**src/logic/eye_cfg.svh**
```systemverilog
`ifndef EYE_CFG_SVH
`define EYE_CFG_SVH

// Pixel sample width, one lane
`define EYE_PIXEL_W     8

// Column and row counters, enough for 640 x 480
`define EYE_COORD_W     10

// Object pixel count over a full frame
`define EYE_COUNT_W     20

// Coordinate sums, 640 * 480 pixels at coordinate 1023 still fit
`define EYE_SUM_W       29

// Frame tag carried with each result, wraps
`define EYE_FRAME_ID_W  8

`endif

```
**src/logic/eye_pkg.sv**
```systemverilog
`include "eye_cfg.svh"

package eye_pkg;

    // One classified pixel or frame edge from the camera front end
    typedef struct packed {
        logic                    frame_start;
        logic                    frame_end;
        logic                    pix_valid;
        logic                    object;
        logic [`EYE_COORD_W-1:0] x;
        logic [`EYE_COORD_W-1:0] y;
    } pixel_evt_t;

    // Totals of one frame
    typedef struct packed {
        logic [`EYE_FRAME_ID_W-1:0] frame_id;
        logic [`EYE_COUNT_W-1:0]    count;
        logic [`EYE_SUM_W-1:0]      sum_x;
        logic [`EYE_SUM_W-1:0]      sum_y;
    } moment_t;

    // Centroid result, empty when no object pixel was seen
    typedef struct packed {
        logic [`EYE_FRAME_ID_W-1:0] frame_id;
        logic                       empty;
        logic [`EYE_COORD_W-1:0]    cx;
        logic [`EYE_COORD_W-1:0]    cy;
        logic [`EYE_COUNT_W-1:0]    count;
    } centroid_t;

    typedef enum logic [1:0] {
        DIV_IDLE,
        DIV_RUN,
        DIV_DONE
    } div_state_e;

endpackage

```
**src/logic/camera_input.sv**
```systemverilog
`include "eye_cfg.svh"

module camera_input
    import eye_pkg::*;
(
    input  logic                    cclk,
    input  logic                    reset,
    input  logic                    fval,
    input  logic                    lval,
    input  logic                    dval,
    input  logic [`EYE_PIXEL_W-1:0] pixel,
    input  logic [`EYE_PIXEL_W-1:0] threshold,
    output pixel_evt_t              evt
);

    // Input register stage
    logic                    fval_q;
    logic                    lval_q;
    logic                    dval_q;
    logic [`EYE_PIXEL_W-1:0] pixel_q;

    // Previous samples for edge detection
    logic                    fval_d;
    logic                    lval_d;

    logic [`EYE_COORD_W-1:0] col;
    logic [`EYE_COORD_W-1:0] row;
    logic [`EYE_COORD_W-1:0] col_cur;
    logic [`EYE_COORD_W-1:0] row_cur;

    logic                    frame_rise;
    logic                    frame_fall;
    logic                    line_fall;
    logic                    pix_ok;

    always_ff @(posedge cclk) begin
        if (reset) begin
            fval_q <= 1'b0;
            lval_q <= 1'b0;
            dval_q <= 1'b0;
        end else begin
            fval_q <= fval;
            lval_q <= lval;
            dval_q <= dval;
        end
    end

    always_ff @(posedge cclk) begin
        pixel_q <= pixel;
    end

    assign frame_rise = fval_q & ~fval_d;
    assign frame_fall = ~fval_q & fval_d;
    assign line_fall  = ~lval_q & lval_d;
    assign pix_ok     = fval_q & lval_q & dval_q;

    // First pixel may arrive together with the frame edge
    assign col_cur = frame_rise ? '0 : col;
    assign row_cur = frame_rise ? '0 : row;

    // Classify stage
    always_ff @(posedge cclk) begin
        if (reset) begin
            fval_d <= 1'b0;
            lval_d <= 1'b0;
            col    <= '0;
            row    <= '0;
            evt    <= '0;
        end else begin
            fval_d          <= fval_q;
            lval_d          <= lval_q;
            evt.frame_start <= frame_rise;
            evt.frame_end   <= frame_fall;
            evt.pix_valid   <= pix_ok;
            evt.object      <= pix_ok && (pixel_q >= threshold);
            evt.x           <= col_cur;
            evt.y           <= row_cur;

            if (pix_ok) begin
                col <= col_cur + 1'b1;
            end else if (line_fall) begin
                col <= '0;
            end else begin
                col <= col_cur;
            end

            if (frame_rise) begin
                row <= '0;
            end else if (line_fall) begin
                row <= row + 1'b1;
            end
        end
    end

endmodule

```
**src/logic/moment_accum.sv**
```systemverilog
`include "eye_cfg.svh"

module moment_accum
    import eye_pkg::*;
(
    input  logic       cclk,
    input  logic       reset,
    input  pixel_evt_t evt,
    input  logic       totals_ready,
    output moment_t    totals,
    output logic       totals_valid,
    output logic       overrun
);

    logic [`EYE_COUNT_W-1:0]    run_count;
    logic [`EYE_SUM_W-1:0]      run_sx;
    logic [`EYE_SUM_W-1:0]      run_sy;
    logic [`EYE_COUNT_W-1:0]    base_count;
    logic [`EYE_SUM_W-1:0]      base_sx;
    logic [`EYE_SUM_W-1:0]      base_sy;
    logic [`EYE_FRAME_ID_W-1:0] frame_id;
    logic                       add;
    logic                       slot_busy;

    // ------------------------------------------------------------------------
    // Running moments of the current frame
    // ------------------------------------------------------------------------

    assign add = evt.pix_valid & evt.object;

    // Clear at frame start without losing a pixel on the same cycle
    assign base_count = evt.frame_start ? '0 : run_count;
    assign base_sx    = evt.frame_start ? '0 : run_sx;
    assign base_sy    = evt.frame_start ? '0 : run_sy;

    always_ff @(posedge cclk) begin
        if (reset) begin
            run_count <= '0;
            run_sx    <= '0;
            run_sy    <= '0;
        end else begin
            run_count <= base_count + `EYE_COUNT_W'(add);
            run_sx    <= base_sx + (add ? `EYE_SUM_W'(evt.x) : '0);
            run_sy    <= base_sy + (add ? `EYE_SUM_W'(evt.y) : '0);
        end
    end

    // ------------------------------------------------------------------------
    // Hand-off register towards the divider
    // ------------------------------------------------------------------------

    // Slot frees up if the divider takes it on this very cycle
    assign slot_busy = totals_valid & ~totals_ready;

    always_ff @(posedge cclk) begin
        if (reset) begin
            totals_valid <= 1'b0;
            overrun      <= 1'b0;
            frame_id     <= '0;
        end else begin
            overrun <= evt.frame_end & slot_busy;

            if (totals_valid && totals_ready) begin
                totals_valid <= 1'b0;
            end

            if (evt.frame_end) begin
                frame_id <= frame_id + 1'b1;
                if (!slot_busy) begin
                    totals_valid <= 1'b1;
                end
            end
        end
    end

    always_ff @(posedge cclk) begin
        if (evt.frame_end && !slot_busy) begin
            totals.frame_id <= frame_id;
            totals.count    <= run_count;
            totals.sum_x    <= run_sx;
            totals.sum_y    <= run_sy;
        end
    end

endmodule

```
**src/logic/centroid_divider.sv**
```systemverilog
`include "eye_cfg.svh"

module centroid_divider
    import eye_pkg::*;
(
    input  logic      cclk,
    input  logic      reset,
    input  moment_t   totals,
    input  logic      totals_valid,
    output logic      totals_ready,
    input  logic      result_ready,
    output centroid_t result,
    output logic      result_valid
);

    localparam int STEP_W = `EYE_COUNT_W + `EYE_SUM_W;
    localparam int CNT_W  = $clog2(`EYE_SUM_W);

    div_state_e                 state;
    logic [CNT_W-1:0]           step_cnt;
    logic                       accept;
    logic                       zero_count;

    logic [`EYE_FRAME_ID_W-1:0] frame_id;
    logic [`EYE_COUNT_W-1:0]    den;
    // Dividend, quotient bits shift in from the bottom
    logic [`EYE_SUM_W-1:0]      num_x;
    logic [`EYE_SUM_W-1:0]      num_y;
    logic [`EYE_COUNT_W-1:0]    rem_x;
    logic [`EYE_COUNT_W-1:0]    rem_y;
    logic [STEP_W-1:0]          next_x;
    logic [STEP_W-1:0]          next_y;

    // One restoring step, returns {remainder, dividend/quotient}
    function automatic logic [STEP_W-1:0] div_step(
        input logic [`EYE_COUNT_W-1:0] rem,
        input logic [`EYE_SUM_W-1:0]   num,
        input logic [`EYE_COUNT_W-1:0] dvs
    );
        logic [`EYE_COUNT_W:0] part;
        logic [`EYE_COUNT_W:0] diff;
        part = {rem, num[`EYE_SUM_W-1]};
        diff = part - {1'b0, dvs};
        if (part >= {1'b0, dvs}) begin
            return {diff[`EYE_COUNT_W-1:0], num[`EYE_SUM_W-2:0], 1'b1};
        end
        return {part[`EYE_COUNT_W-1:0], num[`EYE_SUM_W-2:0], 1'b0};
    endfunction

    assign totals_ready = (state == DIV_IDLE);
    assign result_valid = (state == DIV_DONE);
    assign accept       = totals_valid & totals_ready;
    assign zero_count   = (totals.count == '0);

    assign next_x = div_step(rem_x, num_x, den);
    assign next_y = div_step(rem_y, num_y, den);

    // ------------------------------------------------------------------------
    // Control FSM
    // ------------------------------------------------------------------------

    always_ff @(posedge cclk) begin
        if (reset) begin
            state    <= DIV_IDLE;
            step_cnt <= '0;
        end else begin
            case (state)
                DIV_IDLE: begin
                    if (totals_valid) begin
                        step_cnt <= CNT_W'(`EYE_SUM_W - 1);
                        state    <= zero_count ? DIV_DONE : DIV_RUN;
                    end
                end
                DIV_RUN: begin
                    step_cnt <= step_cnt - 1'b1;
                    if (step_cnt == '0) begin
                        state <= DIV_DONE;
                    end
                end
                DIV_DONE: begin
                    // Hold the result until the sink takes it
                    if (result_ready) begin
                        state <= DIV_IDLE;
                    end
                end
                default: begin
                    state <= DIV_IDLE;
                end
            endcase
        end
    end

    // ------------------------------------------------------------------------
    // Datapath, x and y run side by side
    // ------------------------------------------------------------------------

    always_ff @(posedge cclk) begin
        if (accept) begin
            frame_id <= totals.frame_id;
            den      <= totals.count;
            rem_x    <= '0;
            rem_y    <= '0;
            num_x    <= zero_count ? '0 : totals.sum_x;
            num_y    <= zero_count ? '0 : totals.sum_y;
        end else if (state == DIV_RUN) begin
            {rem_x, num_x} <= next_x;
            {rem_y, num_y} <= next_y;
        end
    end

    always_comb begin
        result.frame_id = frame_id;
        result.empty    = (den == '0);
        result.cx       = num_x[`EYE_COORD_W-1:0];
        result.cy       = num_y[`EYE_COORD_W-1:0];
        result.count    = den;
    end

endmodule

```
**src/logic/eye_tracker_top.sv**
```systemverilog
`include "eye_cfg.svh"

module eye_tracker_top
    import eye_pkg::*;
(
    input  logic                    cclk,
    input  logic                    reset,
    input  logic                    fval,
    input  logic                    lval,
    input  logic                    dval,
    input  logic [`EYE_PIXEL_W-1:0] pixel,
    input  logic [`EYE_PIXEL_W-1:0] threshold,
    output centroid_t               result,
    output logic                    result_valid,
    input  logic                    result_ready,
    output logic                    overrun
);

    pixel_evt_t evt;
    moment_t    totals;
    logic       totals_valid;
    logic       totals_ready;

    // Camera front end, two cycles from pin to event
    camera_input u_camera_input (
        .cclk      (cclk),
        .reset     (reset),
        .fval      (fval),
        .lval      (lval),
        .dval      (dval),
        .pixel     (pixel),
        .threshold (threshold),
        .evt       (evt)
    );

    moment_accum u_moment_accum (
        .cclk         (cclk),
        .reset        (reset),
        .evt          (evt),
        .totals_ready (totals_ready),
        .totals       (totals),
        .totals_valid (totals_valid),
        .overrun      (overrun)
    );

    centroid_divider u_centroid_divider (
        .cclk         (cclk),
        .reset        (reset),
        .totals       (totals),
        .totals_valid (totals_valid),
        .totals_ready (totals_ready),
        .result_ready (result_ready),
        .result       (result),
        .result_valid (result_valid)
    );

endmodule

```
**config.mk**
```make
export PLATFORM = sky130hd
export DESIGN_NAME = eye_tracker_top
export DESIGN_NICKNAME = d
export VERILOG_FILES = /design/src/logic/eye_pkg.sv /design/src/logic/camera_input.sv /design/src/logic/moment_accum.sv /design/src/logic/centroid_divider.sv /design/src/logic/eye_tracker_top.sv
export VERILOG_INCLUDE_DIRS = /design/src /design/src/logic
export SDC_FILE = /design/constraint.sdc
export NUM_CORES = 1
export LEC_CHECK = 0
export BUFFER_PORTS_ARGS = -buffer_cell sky130_fd_sc_hd__buf_4
export CAP_MARGIN = 20
export CORE_ASPECT_RATIO = 2
export CORE_UTILIZATION = 56
export DETAILED_ROUTE_END_ITERATION = 8
export GPL_TIMING_DRIVEN = 0
export PLACE_DENSITY = 0.76
export SYNTH_ARGS = -nofsm -noshare
export SYNTH_HDL_FRONTEND = slang
export SYNTH_HIERARCHICAL = 1
export SYNTH_SLANG_ARGS = --single-unit
```
**constraint.sdc**
```tcl
create_clock -name cclk -period 7.02 [get_ports cclk]
set_clock_uncertainty 0.15 [all_clocks]
set_input_delay 0.702 -clock cclk [delete_from_list [all_inputs] [get_ports cclk]]
set_output_delay 0.702 -clock cclk [all_outputs]
set_load 0.01 [all_outputs]
```
==> impl_metrics.json <==
{
  "status": "finished, final reports clean",
  "timing.final.crit_period_ns": 4.05,
  "async_flop_share_pct": 0,
  "synth.avg_cell_area_um2": 10.2,
  "h-tree-depth": 1,
  "fp.dieW_um": 126,
  "dr.pass1.iters": 6,
  "place_congestion": 0.985,
  "synth_edf_count": 172,
  "die-area_um2": 31500,
  "ir_worst_vdd_mv": 0.195,
  "dp_cells": 2127,
  "yosys.area_share.simple_pct": 19.0,
  "diodes": 0,
  "post_cts_buffers": 0,
  "clock_sinks": 364,
  "post-place-ws_ns": 3.00,
  "setup_violations": 0,
  "start_util_pct": 57.0,
  "synth.distinct_cells": 83,
  "startpoint_type": "register",
  "hpwl_um": 30600,
  "grt_overflow": 0,
  "rows": 90,
  "syn-num-nets": 1784,
  "p_leak_uw": 0.00769,
  "nets": 1892,
  "yosysTopAreaCell": "edfxtp_1",
  "r2r_setup_slack_ns": 2.97,
  "synthesis.area_um2": 17200,
  "antenna_found_initial": 0,
  "clk_latency_ns": 0.58,
  "hold_viol": 0,
  "synthToLayoutAreaGrowth_pct": 12.1,
  "hold_path_class": "in -> reg",
  "grt_pass1_wl_um": 65200,
  "pin_count": 73,
  "postRouteAntennaNets": 0,
  "worst-slew-pin-transition_ns": 0.909,
  "power.density_nw_per_um2": 253,
  "holdBufCountCts": 0,
  "drv_slew": 0,
  "fin_cells": 2183,
  "place_area_um2": 18300,
  "grt_util_all_layers_pct": 26.4,
  "synthAdderAreaFrac_pct": 5.92,
  "num_vias": 12700,
  "maxCapViolCount": 0,
  "first_global_vias": 12900,
  "rsz0062_at_grt": "false",
  "timing_worst_setup_path_type": "reg -> reg",
  "synthMuxAreaShare_pct": 1.88,
  "cts_tree": "done",
  "cts_buffers": 30,
  "relSlewSlack_pct": 39.4,
  "clock_path_buffers": 3,
  "syn_inst": 1683,
  "final_common_cell": "nand2_1",
  "yosys_warnings": 6,
  "synth.top_cell.area_share_pct": 30.0,
  "cts-root-buf": "clkbuf_16",
  "drive_gt1_share_pct": 11.0,
  "cts.repair.resized": 0,
  "die_h_um": 250,
  "synth_compound_area_share_pct": 11.5,
  "core-area_um2": 30200,
  "synth_top_family_by_area": "simple AND/OR/NAND/NOR gates",
  "grt_max_degree": 43,
  "drcViolationCount": 0,
  "cp-end-kind": "register",
  "cp.arrival_ns": 4.33,
  "worst_slack_ns": 2.97,
  "design_area_um2": 19300,
  "ys.flop_type": "dfxtp_1",
  "numPortBuffers": 72,
  "worstPathMaxFanout": 10,
  "synthXorXnorAreaFrac_pct": 5.70,
  "clk_transition_reported_paths_ns": 0.07,
  "total_power_uw": 4870,
  "synth_seq_cells": 364,
  "synth_area_leaders": "edfxtp_1, dfxtp_1, ha_1",
  "required_ns": 7.30,
  "most-common-layout-cells": "nand2_1, dfxtp_1, edfxtp_1",
  "wl_um": 40700,
  "wire_per_inst_um": 18.6,
  "drt_iter0_markers": 818,
  "yosysSeqAreaShare_pct": 52.4,
  "fin_crit_sh_pct": 57.7,
  "via_per_inst": 5.84,
  "max_freq_mhz": 247
}
[cell families after synthesis]
logic type / after synthesis
flip-flops: 364
multiplexers: 32
buffers and inverters: 135
AND/OR/NAND/NOR: 653
AO/OA/AOI/OAI: 308
adder cells (fa/ha/maj): 79
XOR/XNOR: 112
[critical path, stage by stage, from the launching register on]
cell and delay (ns):
dfxtp_1 0.70, buf_2 0.36, clkbuf_1 0.52, nor2b_1 0.12, ha_1 0.37, a21oi_1 0.27, a21oi_1 0.15, o31ai_2 0.70
a21boi_0 0.26, xnor2_1 0.23, nor2_1 0.06
[layout make-up]
type	instances	area, um^2
Sequential cell	364	9010
Multi-Input combinational cell	1184	7570
Inverter	52	195
Tap cell	368	460
Fill cell	2479	10900
Clock buffer	40	818
Timing Repair Buffer	76	636
Clock inverter	16	150
Buffer	83	437
[flip-flops by register name, summed over array words and instances (netlist names), 2 cells and up]
name                         count
u_camera_input/col              10
u_camera_input/evt              24
u_camera_input/pixel_q           8
u_camera_input/row              10
u_centroid_divider/den          20
u_centroid_divider/frame_id      8
u_centroid_divider/num_x        29
u_centroid_divider/num_y        29
u_centroid_divider/rem_x        20
u_centroid_divider/rem_y        20
u_centroid_divider/state         2
u_centroid_divider/step_cnt      5
u_moment_accum/frame_id          8
u_moment_accum/run_count        20
u_moment_accum/run_sx           29
u_moment_accum/run_sy           29
u_moment_accum/totals           86
[path summary, 6_finish.rpt]
kind,to,depth (start not counted),start
max,u_moment_accum/run_sy[11],10,u_camera_input/evt[23]
max reg2reg,u_moment_accum/run_sy[11],10,u_camera_input/evt[23]
min,u_camera_input/pixel_q[6],1,pixel[6]
min reg2reg,u_centroid_divider/frame_id[0],0,u_moment_accum/totals[78]
[power by group]
| part | total, uW | switching [uW] | internal (uW) |
|---|---|---|---|
| logic | 856 | 494 | 361 |
| clock network | 1650 | 756 | 899 |
| registers | 2360 | 66.2 | 2290 |
[Yosys cell counts, types with 7 or more instances]
library cell / number
nand4_1: 25
nor4_1: 15
edfxtp_1: 172
and2_1: 26
nor3_1: 22
nand3_1: 63
clkbuf_1: 49
or3_1: 7
buf_4: 22
and3_1: 38
o21ai_1: 16
xnor2_1: 61
a21oi_1: 66
mux2i_1: 30
a31oi_1: 7
nor2_1: 133
ha_1: 75
nand2_1: 204
a211oi_1: 17
a21o_1: 21
inv_1: 50
o21ai_0: 107
xor2_1: 51
and4_1: 7
dfxtp_1: 192
nor2b_1: 56
nand2b_1: 23
[stage by stage]
stage / utilization (%) / hold WS, ns / setup TNS (ns)
after floorplan: - / 0.250 / 0
after global placement: 60.3 / 0.250 / -35.22
after detailed placement: 60.7 / 0.255 / 0
after CTS: 63.9 / 0.0490 / 0
after global routing: 63.9 / 0.0493 / 0
final: 63.9 / 0.0765 / 0
[per-layer routing]
layer,global-route usage (%),vias up,wire length [um]
met5,0,-,0
met4,17.7,0,2660
met3,3.04,144,1360
met2,50.9,333,22500
met1,25.7,6102,14100
li1,-,6169,-
(Power assumes the default switching activity.)
